===== src/rtl/mips_isa_pkg.sv =====
package mips_isa_pkg;

    typedef logic [31:0] word_t;
    typedef logic [4:0]  reg_addr_t;
    typedef logic [5:0]  opcode_t;
    typedef logic [5:0]  funct_t;

    // major opcodes, instr[31:26]
    localparam opcode_t OP_SPECIAL = 6'h00;
    localparam opcode_t OP_JAL     = 6'h03;
    localparam opcode_t OP_BEQ     = 6'h04;
    localparam opcode_t OP_ADDIU   = 6'h09;
    localparam opcode_t OP_ORI     = 6'h0d;
    localparam opcode_t OP_LUI     = 6'h0f;
    localparam opcode_t OP_LW      = 6'h23;
    localparam opcode_t OP_SW      = 6'h2b;

    // SPECIAL function codes, instr[5:0]
    localparam funct_t FN_SLL  = 6'h00;
    localparam funct_t FN_ADDU = 6'h21;
    localparam funct_t FN_SUBU = 6'h23;
    localparam funct_t FN_AND  = 6'h24;
    localparam funct_t FN_OR   = 6'h25;
    localparam funct_t FN_SLT  = 6'h2a;

    localparam word_t     RESET_PC = 32'h0000_3000;
    localparam reg_addr_t LINK_REG = 5'd31; // $ra

endpackage


===== src/rtl/mips_pipe_pkg.sv =====
package mips_pipe_pkg;

    import mips_isa_pkg::*;

    typedef enum logic [2:0] {
        ALU_ADD,
        ALU_SUB,
        ALU_AND,
        ALU_OR,
        ALU_SLT,
        ALU_SLL,
        ALU_LUI
    } alu_op_e;

    typedef enum logic [1:0] {
        WD_ALU,
        WD_MEM,
        WD_LINK // pc+8
    } wd_src_e;

    typedef logic [1:0] tstage_t;

    // cycles until an operand is needed, counted from D
    localparam tstage_t TUSE_BRANCH = 2'd0;
    localparam tstage_t TUSE_ALU    = 2'd1;
    localparam tstage_t TUSE_STORE  = 2'd2;
    localparam tstage_t TUSE_NONE   = 2'd3; // never compared as a real need

    // cycles until a result reaches a forwarding source, counted from D
    localparam tstage_t TNEW_ALU  = 2'd2;
    localparam tstage_t TNEW_LOAD = 2'd3;

    typedef struct packed {
        alu_op_e   alu_op;
        logic      b_imm;     // alu b from immediate
        logic      zero_ext;
        logic      reg_write;
        logic      mem_write;
        wd_src_e   wd_src;
        reg_addr_t dst;
        tstage_t   tuse_rs;
        tstage_t   tuse_rt;
        tstage_t   tnew;
    } ctrl_t;

    typedef struct packed {
        word_t pc;
        word_t instr;
        word_t rs_val;
        word_t rt_val;
        ctrl_t ctrl;
    } de_reg_t;

    typedef struct packed {
        word_t pc;
        word_t instr;
        word_t alu_res;
        word_t rt_val;
        ctrl_t ctrl;
    } em_reg_t;

    typedef struct packed {
        word_t pc;
        word_t alu_res;
        word_t load_data;
        ctrl_t ctrl;
    } mw_reg_t;

    typedef struct packed {
        logic      we;
        reg_addr_t dst;
        word_t     value;
    } fwd_t;

    typedef struct packed {
        logic      reg_write;
        reg_addr_t dst;
        tstage_t   tnew;
    } hazard_t;

    localparam fwd_t FWD_NONE = '0;

    // newest value wins, $0 is never forwarded
    function automatic word_t fwd_pick(reg_addr_t src, word_t reg_val, fwd_t m, fwd_t w);
        if (src != '0 && m.we && m.dst == src)
            return m.value;
        if (src != '0 && w.we && w.dst == src)
            return w.value;
        return reg_val;
    endfunction

    function automatic tstage_t tnew_next(tstage_t t);
        return (t == '0) ? '0 : t - 2'd1;
    endfunction

endpackage


===== src/rtl/decode_stage.sv =====
`timescale 1ns/100ps

module decode_stage
    import mips_isa_pkg::*, mips_pipe_pkg::*;
(
    input  logic    clk,
    input  logic    rst_n,
    output word_t   i_inst_addr,
    input  word_t   i_inst_rdata,
    input  fwd_t    m_fwd,
    input  fwd_t    w_fwd,
    input  hazard_t e_hazard,
    input  hazard_t m_hazard,
    output de_reg_t de_out
);

    word_t     pc;
    word_t     npc;
    word_t     fd_pc;
    word_t     fd_instr;
    opcode_t   op;
    funct_t    fn;
    reg_addr_t rs;
    reg_addr_t rt;
    reg_addr_t rd;
    word_t     rf_rs;
    word_t     rf_rt;
    word_t     rs_val;
    word_t     rt_val;
    word_t     pc_plus4_d;
    word_t     br_target;
    word_t     jal_target;
    ctrl_t     ctrl;
    logic      stall;
    logic      taken;

    assign i_inst_addr = pc;

    always_ff @(posedge clk or negedge rst_n) begin
        if (!rst_n) begin
            pc       <= RESET_PC;
            fd_pc    <= '0;
            fd_instr <= '0; // decodes as nop
        end else begin
            pc <= npc;
            if (!stall) begin
                fd_pc    <= pc;
                fd_instr <= i_inst_rdata;
            end
        end
    end

    assign op = fd_instr[31:26];
    assign rs = fd_instr[25:21];
    assign rt = fd_instr[20:16];
    assign rd = fd_instr[15:11];
    assign fn = fd_instr[5:0];

    always_comb begin
        ctrl = '0;
        ctrl.tuse_rs = TUSE_NONE;
        ctrl.tuse_rt = TUSE_NONE;
        case (op)
            OP_SPECIAL: begin
                if (fd_instr != '0) begin
                    ctrl.reg_write = 1'b1;
                    ctrl.dst = rd;
                    ctrl.tnew = TNEW_ALU;
                    ctrl.tuse_rs = TUSE_ALU;
                    ctrl.tuse_rt = TUSE_ALU;
                    case (fn)
                        FN_ADDU: ctrl.alu_op = ALU_ADD;
                        FN_SUBU: ctrl.alu_op = ALU_SUB;
                        FN_AND:  ctrl.alu_op = ALU_AND;
                        FN_OR:   ctrl.alu_op = ALU_OR;
                        FN_SLT:  ctrl.alu_op = ALU_SLT;
                        FN_SLL: begin
                            ctrl.alu_op = ALU_SLL;
                            ctrl.tuse_rs = TUSE_NONE;
                        end
                        default: begin
                            ctrl.reg_write = 1'b0;
                            ctrl.tnew = '0;
                            ctrl.tuse_rs = TUSE_NONE;
                            ctrl.tuse_rt = TUSE_NONE;
                        end
                    endcase
                end
            end
            OP_ADDIU, OP_ORI, OP_LUI, OP_LW: begin
                ctrl.b_imm = 1'b1;
                ctrl.reg_write = 1'b1;
                ctrl.dst = rt;
                ctrl.tnew = TNEW_ALU;
                ctrl.tuse_rs = TUSE_ALU;
                if (op == OP_ORI) begin
                    ctrl.alu_op = ALU_OR;
                    ctrl.zero_ext = 1'b1;
                end
                if (op == OP_LUI) begin
                    ctrl.alu_op = ALU_LUI;
                    ctrl.tuse_rs = TUSE_NONE;
                end
                if (op == OP_LW) begin
                    ctrl.wd_src = WD_MEM;
                    ctrl.tnew = TNEW_LOAD;
                end
            end
            OP_SW: begin
                ctrl.b_imm = 1'b1;
                ctrl.mem_write = 1'b1;
                ctrl.tuse_rs = TUSE_ALU;
                ctrl.tuse_rt = TUSE_STORE; // data fixed up again in M
            end
            OP_BEQ: begin
                ctrl.tuse_rs = TUSE_BRANCH;
                ctrl.tuse_rt = TUSE_BRANCH;
            end
            OP_JAL: begin
                ctrl.reg_write = 1'b1;
                ctrl.dst = LINK_REG;
                ctrl.wd_src = WD_LINK;
                ctrl.tnew = TNEW_ALU;
            end
            default: ;
        endcase
    end

    reg_file u_reg_file (
        .clk     (clk),
        .rst_n   (rst_n),
        .rs      (rs),
        .rt      (rt),
        .rs_data (rf_rs),
        .rt_data (rf_rt),
        .w_fwd   (w_fwd)
    );

    hazard_unit u_hazard (
        .rs       (rs),
        .rt       (rt),
        .tuse_rs  (ctrl.tuse_rs),
        .tuse_rt  (ctrl.tuse_rt),
        .e_hazard (e_hazard),
        .m_hazard (m_hazard),
        .stall    (stall)
    );

    assign rs_val = fwd_pick(rs, rf_rs, m_fwd, w_fwd);
    assign rt_val = fwd_pick(rt, rf_rt, m_fwd, w_fwd);

    // branch resolved here, F already holds the delay slot
    assign pc_plus4_d = fd_pc + 32'd4;
    assign br_target  = pc_plus4_d + {{14{fd_instr[15]}}, fd_instr[15:0], 2'b00};
    assign jal_target = {pc_plus4_d[31:28], fd_instr[25:0], 2'b00};
    assign taken      = (op == OP_BEQ) && (rs_val == rt_val);

    always_comb begin
        if (stall)
            npc = pc;
        else if (taken)
            npc = br_target;
        else if (op == OP_JAL)
            npc = jal_target;
        else
            npc = pc + 32'd4;
    end

    assign de_out = stall ? '0 : '{pc: fd_pc, instr: fd_instr, rs_val: rs_val,
                                   rt_val: rt_val, ctrl: ctrl};

endmodule


===== src/rtl/execute_stage.sv =====
`timescale 1ns/100ps

module execute_stage
    import mips_isa_pkg::*, mips_pipe_pkg::*;
(
    input  logic    clk,
    input  logic    rst_n,
    input  de_reg_t de_in,
    input  fwd_t    m_fwd,
    input  fwd_t    w_fwd,
    output em_reg_t em_out,
    output hazard_t e_hazard
);

    de_reg_t de_q;
    word_t   a;
    word_t   rt_val;
    word_t   imm;
    word_t   b;
    word_t   alu_res;
    ctrl_t   ctrl_e;
    logic [4:0] shamt;

    always_ff @(posedge clk or negedge rst_n) begin
        if (!rst_n)
            de_q <= '0;
        else
            de_q <= de_in;
    end

    // operands may have been produced after D read them
    assign a      = fwd_pick(de_q.instr[25:21], de_q.rs_val, m_fwd, w_fwd);
    assign rt_val = fwd_pick(de_q.instr[20:16], de_q.rt_val, m_fwd, w_fwd);

    assign imm   = de_q.ctrl.zero_ext ? {16'b0, de_q.instr[15:0]}
                                      : {{16{de_q.instr[15]}}, de_q.instr[15:0]};
    assign b     = de_q.ctrl.b_imm ? imm : rt_val;
    assign shamt = de_q.instr[10:6];

    always_comb begin
        case (de_q.ctrl.alu_op)
            ALU_ADD: alu_res = a + b;
            ALU_SUB: alu_res = a - b;
            ALU_AND: alu_res = a & b;
            ALU_OR:  alu_res = a | b;
            ALU_SLT: alu_res = ($signed(a) < $signed(b)) ? 32'd1 : 32'd0;
            ALU_SLL: alu_res = b << shamt;
            ALU_LUI: alu_res = {b[15:0], 16'b0};
            default: alu_res = '0;
        endcase
    end

    // tnew counts down one per stage
    always_comb begin
        ctrl_e = de_q.ctrl;
        ctrl_e.tnew = tnew_next(de_q.ctrl.tnew);
    end

    assign em_out = '{pc: de_q.pc, instr: de_q.instr, alu_res: alu_res,
                      rt_val: rt_val, ctrl: ctrl_e};

    assign e_hazard = '{reg_write: ctrl_e.reg_write, dst: ctrl_e.dst, tnew: ctrl_e.tnew};

endmodule


===== src/rtl/hazard_unit.sv =====
`timescale 1ns/100ps

module hazard_unit
    import mips_isa_pkg::*, mips_pipe_pkg::*;
(
    input  reg_addr_t rs,
    input  reg_addr_t rt,
    input  tstage_t   tuse_rs,
    input  tstage_t   tuse_rt,
    input  hazard_t   e_hazard,
    input  hazard_t   m_hazard,
    output logic      stall
);

    // producer not ready by the time the consumer needs it
    function automatic logic late(reg_addr_t src, tstage_t tuse, hazard_t hz);
        return hz.reg_write && src != '0 && src == hz.dst && hz.tnew > tuse;
    endfunction

    logic rs_stall;
    logic rt_stall;

    assign rs_stall = late(rs, tuse_rs, e_hazard) || late(rs, tuse_rs, m_hazard);
    assign rt_stall = late(rt, tuse_rt, e_hazard) || late(rt, tuse_rt, m_hazard);
    assign stall    = rs_stall || rt_stall;

endmodule


===== src/rtl/mips_core.sv =====
`timescale 1ns/100ps

module mips_core
    import mips_isa_pkg::*, mips_pipe_pkg::*;
(
    input  logic      clk,
    input  logic      rst_n,

    output word_t     i_inst_addr,
    input  word_t     i_inst_rdata,

    output word_t     m_data_addr,
    output word_t     m_data_wdata,
    output logic      m_data_we,
    input  word_t     m_data_rdata,

    output logic      w_grf_we,
    output reg_addr_t w_grf_addr,
    output word_t     w_grf_wdata,
    output word_t     w_inst_addr
);

    de_reg_t de;
    em_reg_t em;
    fwd_t    m_fwd;
    fwd_t    w_fwd;
    hazard_t e_hazard;
    hazard_t m_hazard;

    decode_stage u_decode (
        .clk          (clk),
        .rst_n        (rst_n),
        .i_inst_addr  (i_inst_addr),
        .i_inst_rdata (i_inst_rdata),
        .m_fwd        (m_fwd),
        .w_fwd        (w_fwd),
        .e_hazard     (e_hazard),
        .m_hazard     (m_hazard),
        .de_out       (de)
    );

    execute_stage u_execute (
        .clk      (clk),
        .rst_n    (rst_n),
        .de_in    (de),
        .m_fwd    (m_fwd),
        .w_fwd    (w_fwd),
        .em_out   (em),
        .e_hazard (e_hazard)
    );

    result_stage u_result (
        .clk          (clk),
        .rst_n        (rst_n),
        .em_in        (em),
        .m_data_addr  (m_data_addr),
        .m_data_wdata (m_data_wdata),
        .m_data_we    (m_data_we),
        .m_data_rdata (m_data_rdata),
        .m_fwd        (m_fwd),
        .w_fwd        (w_fwd),
        .m_hazard     (m_hazard),
        .w_grf_we     (w_grf_we),
        .w_grf_addr   (w_grf_addr),
        .w_grf_wdata  (w_grf_wdata),
        .w_inst_addr  (w_inst_addr)
    );

endmodule


===== src/rtl/reg_file.sv =====
`timescale 1ns/100ps

module reg_file
    import mips_isa_pkg::*, mips_pipe_pkg::*;
(
    input  logic      clk,
    input  logic      rst_n,
    input  reg_addr_t rs,
    input  reg_addr_t rt,
    output word_t     rs_data,
    output word_t     rt_data,
    input  fwd_t      w_fwd
);

    word_t regs [32];

    always_ff @(posedge clk or negedge rst_n) begin
        if (!rst_n) begin
            for (int i = 0; i < 32; i++)
                regs[i] <= '0;
        end else if (w_fwd.we && w_fwd.dst != '0) begin
            regs[w_fwd.dst] <= w_fwd.value;
        end
    end

    // write-through for a same-cycle read
    assign rs_data = (w_fwd.we && rs != '0 && w_fwd.dst == rs) ? w_fwd.value : regs[rs];
    assign rt_data = (w_fwd.we && rt != '0 && w_fwd.dst == rt) ? w_fwd.value : regs[rt];

endmodule


===== src/rtl/result_stage.sv =====
`timescale 1ns/100ps

module result_stage
    import mips_isa_pkg::*, mips_pipe_pkg::*;
(
    input  logic      clk,
    input  logic      rst_n,
    input  em_reg_t   em_in,
    output word_t     m_data_addr,
    output word_t     m_data_wdata,
    output logic      m_data_we,
    input  word_t     m_data_rdata,
    output fwd_t      m_fwd,
    output fwd_t      w_fwd,
    output hazard_t   m_hazard,
    output logic      w_grf_we,
    output reg_addr_t w_grf_addr,
    output word_t     w_grf_wdata,
    output word_t     w_inst_addr
);

    em_reg_t em_q;
    mw_reg_t mw_q;
    word_t   m_value;
    word_t   w_value;

    always_ff @(posedge clk or negedge rst_n) begin
        if (!rst_n) begin
            em_q <= '0;
            mw_q <= '0;
        end else begin
            em_q <= em_in;
            mw_q <= '{pc: em_q.pc, alu_res: em_q.alu_res, load_data: m_data_rdata,
                      ctrl: em_q.ctrl};
        end
    end

    // M: data port, store data may come from a load now in W
    assign m_data_addr  = em_q.alu_res;
    assign m_data_wdata = fwd_pick(em_q.instr[20:16], em_q.rt_val, FWD_NONE, w_fwd);
    assign m_data_we    = em_q.ctrl.mem_write;

    assign m_value = (em_q.ctrl.wd_src == WD_LINK) ? em_q.pc + 32'd8 : em_q.alu_res;

    // load data is not ready in M
    assign m_fwd = '{we: em_q.ctrl.reg_write && em_q.ctrl.wd_src != WD_MEM,
                     dst: em_q.ctrl.dst, value: m_value};

    assign m_hazard = '{reg_write: em_q.ctrl.reg_write, dst: em_q.ctrl.dst,
                        tnew: tnew_next(em_q.ctrl.tnew)};

    always_comb begin
        case (mw_q.ctrl.wd_src)
            WD_MEM:  w_value = mw_q.load_data;
            WD_LINK: w_value = mw_q.pc + 32'd8;
            default: w_value = mw_q.alu_res;
        endcase
    end

    assign w_fwd = '{we: mw_q.ctrl.reg_write, dst: mw_q.ctrl.dst, value: w_value};

    // trace port, $0 writes show up here too
    assign w_grf_we    = mw_q.ctrl.reg_write;
    assign w_grf_addr  = mw_q.ctrl.dst;
    assign w_grf_wdata = w_value;
    assign w_inst_addr = mw_q.pc;

endmodule


===== config.mk =====
export PLATFORM = sky130hd
export DESIGN_NAME = mips_core
export DESIGN_NICKNAME = d
export VERILOG_FILES = /design/src/rtl/mips_isa_pkg.sv /design/src/rtl/mips_pipe_pkg.sv /design/src/rtl/decode_stage.sv /design/src/rtl/execute_stage.sv /design/src/rtl/hazard_unit.sv /design/src/rtl/mips_core.sv /design/src/rtl/reg_file.sv /design/src/rtl/result_stage.sv
export SDC_FILE = /design/constraint.sdc
export NUM_CORES = 2
export LEC_CHECK = 0
export BUFFER_PORTS_ARGS = -buffer_cell sky130_fd_sc_hd__buf_4
export CAP_MARGIN = 5
export CELL_PAD_IN_SITES_DETAIL_PLACEMENT = 1
export CELL_PAD_IN_SITES_GLOBAL_PLACEMENT = 2
export CORE_MARGIN = 3
export CORE_UTILIZATION = 45
export CTS_CLUSTER_SIZE = 14
export DETAILED_ROUTE_END_ITERATION = 10
export GPL_ROUTABILITY_DRIVEN = 0
export PLACE_DENSITY = 0.94
export SLEW_MARGIN = 15
export SYNTH_ARGS = -nofsm -noshare
export SYNTH_HDL_FRONTEND = slang
export SYNTH_SLANG_ARGS = --single-unit

===== constraint.sdc =====
create_clock -name clk -period 10.18 [get_ports clk]
set_clock_uncertainty 0.2 [all_clocks]
set_input_delay 0.509 -clock clk [delete_from_list [all_inputs] [get_ports clk]]
set_output_delay 0.509 -clock clk [all_outputs]
set_load 0.05 [all_outputs]

==> reports/results.txt <==
status: completed
Synth Area in Compound Gates: 16.0%
total routed wirelength: 366000 um
Post-Syn Area: 0.0836 mm2
final setup margin: 2.28 ns
Adder-Cell Fraction of Synth Area: 2.21%
placed cell area: 0.0864 mm2
vias in the first global route: 77600
Mean Syn Cell Area: 9.87 um2
# hold bufs at CTS: 65
Startpoint Class: flip-flop
pwr/cell area: 170 mW/mm2
Slew headroom: 6.92%
Die Wd: 437 um
total power: 15.8 mW
Critical Path End Type: flip-flop
dominant synthesized flop cell: dfrtp_1
Max Cap Violations: 0
Via-to-Cell Ratio: 6.88
post-cts gate resize count: 0
Arrival @ worst endpoint: 8.39 ns
CP max FO: 35
ratio of cells with drive above 1 in the final layout: 15.5%
pin count of the biggest net entering global routing: 190
initial DRC count: 9987
CTS Sinks: 1473
Antenna Nets Post-Route: 0
Final min period: 7.90 ns
Nets: 8512
# port buffers: 232
unrepaired setup endpoints after global routing: no
GRT Total Usage: 37.6%
CP max-delay cell: nor2b_1
EDFF count, synth: 0
H-tree depth: 4
Final Hold Fails: 0
Yosys warning count: 0
root buf cell: clkbuf_16
hpwl dp: 233000 um
Seq/Total Area, Yosys: 44.1%
Reg clk slew, reported paths: 0.07 ns
maximum vdd drop: 0.135 mV
fill count: 20200
via count: 74900
synth cell count leaders: nand2_1 (1568), dfrtp_1 (1471), o21ai_0 (1172), clkbuf_1 (537), mux4_2 (464)
dominant cell type by count on the critical path: o21ai_0
mux share of post-synthesis cell area: 16.2%
worst slack, placed: 2.92 ns
DR WL/cell: 33.6 um
period utilisation layout: 77.6%
initial antenna violation count: 28
syn nets: 8685
first-pass GRT wire length: 533000 um
Die H: 437 um
Yosys top cell area share: 44.0%
worst-margin pin slew: 1.38 ns
P_leak: 39.9 nW
Synth cell types: 107
CTS tree: yes
Setup TNS: 0 ns
Seq cells post-synth: 1473
count of final setup violators: 0
die area: 0.191 mm2
Post-CTS Setup Repair Bufs: 0
type of the most critical hold path: primary input to async pin
Worst-Skew Late Latency: 0.88 ns
simple-gate share of the synthesized area: 13.8%
Core Footprint: 0.184 mm2
Post-Synth XOR/XNOR Area: 2.27%
max frequency: 0.127 GHz
io pins: 233
Residual DRC: 0
Mapped Cells: 8473
Rows: 157
ranking of synthesized cells by area: dfrtp_1 (44%), mux4_2 (13%), nand2_1 (7.0%)
area leader, netlist: dfrtp_1
Crit path largest cell delay: 0.95 ns
Slew Viols, Final: 0
post-route cell area: 0.0925 mm2
grt total ovfl: 0
CTS max path bufs: 3
CP Cell Sequence: inv_1 -> ha_2 -> nor2b_1 -> nand2b_1 -> o41ai_1 -> nor2_2 -> buf_4 -> nor2_1 -> a21oi_1 -> o21ai_0 -> ha_1 -> nor4_1 -> nand2_1 -> a2111oi_0 -> o31ai_1 -> a31oi_1 -> a211oi_1 -> o21ai_0 -> o211ai_1 -> xnor2_1 -> o221ai_1
Required @ worst endpoint: 10.67 ns
TritonCTS Buffers: 163
Syn-to-layout area delta: 10.7%
main combinational cell family by area after synthesis: multiplexers
most frequent cell after synthesis: nand2_1
drt pass-1 iters: 6
Async SR Flop Fraction: 100%
Initial Util: 45.5%
Critical Setup Path Class: flip-flop to flip-flop
path summary, 6_finish.rpt:
check | from | to | slack (ns) | cells after the start
max | u_result.mw_q[11] | u_result.m_data_addr[29] | 2.28 | 21
min | rst_n | u_result.m_data_addr[9] | 0.03 | 2
max reg2reg | u_result.mw_q[11] | u_result.m_data_addr[29] | 2.28 | 21
min reg2reg | u_execute.em_out[139] | u_result.em_q[139] | 0.15 | 0
max in group asynchronous | rst_n | u_decode.u_reg_file.regs[557] | 7.05 | 4
min in group clk | m_data_rdata[11] | u_result.mw_q[31] | 0.10 | 2
per-layer routing:
metal | GRT usage [%] | up-vias | share of wire (%)
met5 | 0 | - | 0.047
met3 | 11.3 | 1516 | 12
met4 | 26.3 | 26 | 8.2
met2 | 55.6 | 5089 | 44
met1 | 47.3 | 38400 | 36
li1 | - | 29900 | -
state kept, by name (all words and copies together), names as in the netlist, 6 cells and up:
name and flops:
u_decode.fd_instr 32, u_decode.u_reg_file.regs 1024, u_result.w_inst_addr 32, u_decode.i_inst_addr 32, u_execute.e_hazard 6, u_execute.de_q 65, u_result.m_data_addr 32, u_result.em_q 73
u_decode.fd_pc 32, u_execute.em_out 66, u_result.mw_q 66
report_power, final:
group / switching (mW) / total (mW) / internal, mW
registers: 0.512 / 6.64 / 6.13
clock network: 2.70 / 6.23 / 3.53
logic: 2.00 / 2.89 / 0.887
metrics by stage:
| stage | cells | hold WS (ns) | util [%] |
|---|---|---|---|
| detailed placement | 10500 | 0.136 | 47.0 |
| finish | 10900 | 0.0289 | 50.3 |
| global route | 10900 | 0.0962 | 50.3 |
| global placement | 10500 | 0.133 | 47.0 |
| CTS | 10900 | 0.0879 | 50.3 |
| floorplan | 8473 | 0.0134 | - |
layout by cell type, fill, tap and decap left out, types with 164 or more instances in the layout:
cell / instances
a21oi_1: 332
a22oi_1: 164
buf_4: 398
clkbuf_16: 164
dfrtp_1: 1460
inv_1: 171
mux2i_1: 238
mux4_2: 464
nand2_1: 1537
nor2_1: 422
o21ai_0: 1172
logic make-up (layout without fill, tap and decap cells):
kind of cell             count (synthesis)  count (layout)
AND/OR/NAND/NOR                       2635            2635
AO/OA/AOI/OAI                         2258            2258
flip-flops                            1473            1473
buffers and inverters                  995             937
multiplexers                           749             749
XOR/XNOR                               217             217
adder cells (fa/ha/maj)                146             146
other                                    0               6
area by class of cell:
cell class	instances	area, um2	share of cell area, %
Multi-Input combinational cell	6005	42500	45.9
Sequential cell	1473	36900	39.9
Clock buffer	237	4770	5.15
Timing Repair Buffer	478	3930	4.25
Tap cell	2464	3080	3.33
Clock inverter	43	718	0.776
Inverter	179	673	0.727
Antenna cell	6	15.0	0.0162
critical path, delay by kind of cell, from the launching register on:
family,cells,cell delay [ns]
DFF,1,0.41
buffers and inverters,2,0.35
AOI/OAI and AO/OA,10,3.75
xor gates and xnor gates,1,0.20
and+or+nand+nor,6,1.89
adders and majority gates,2,0.91
(Power assumes the default switching activity.)
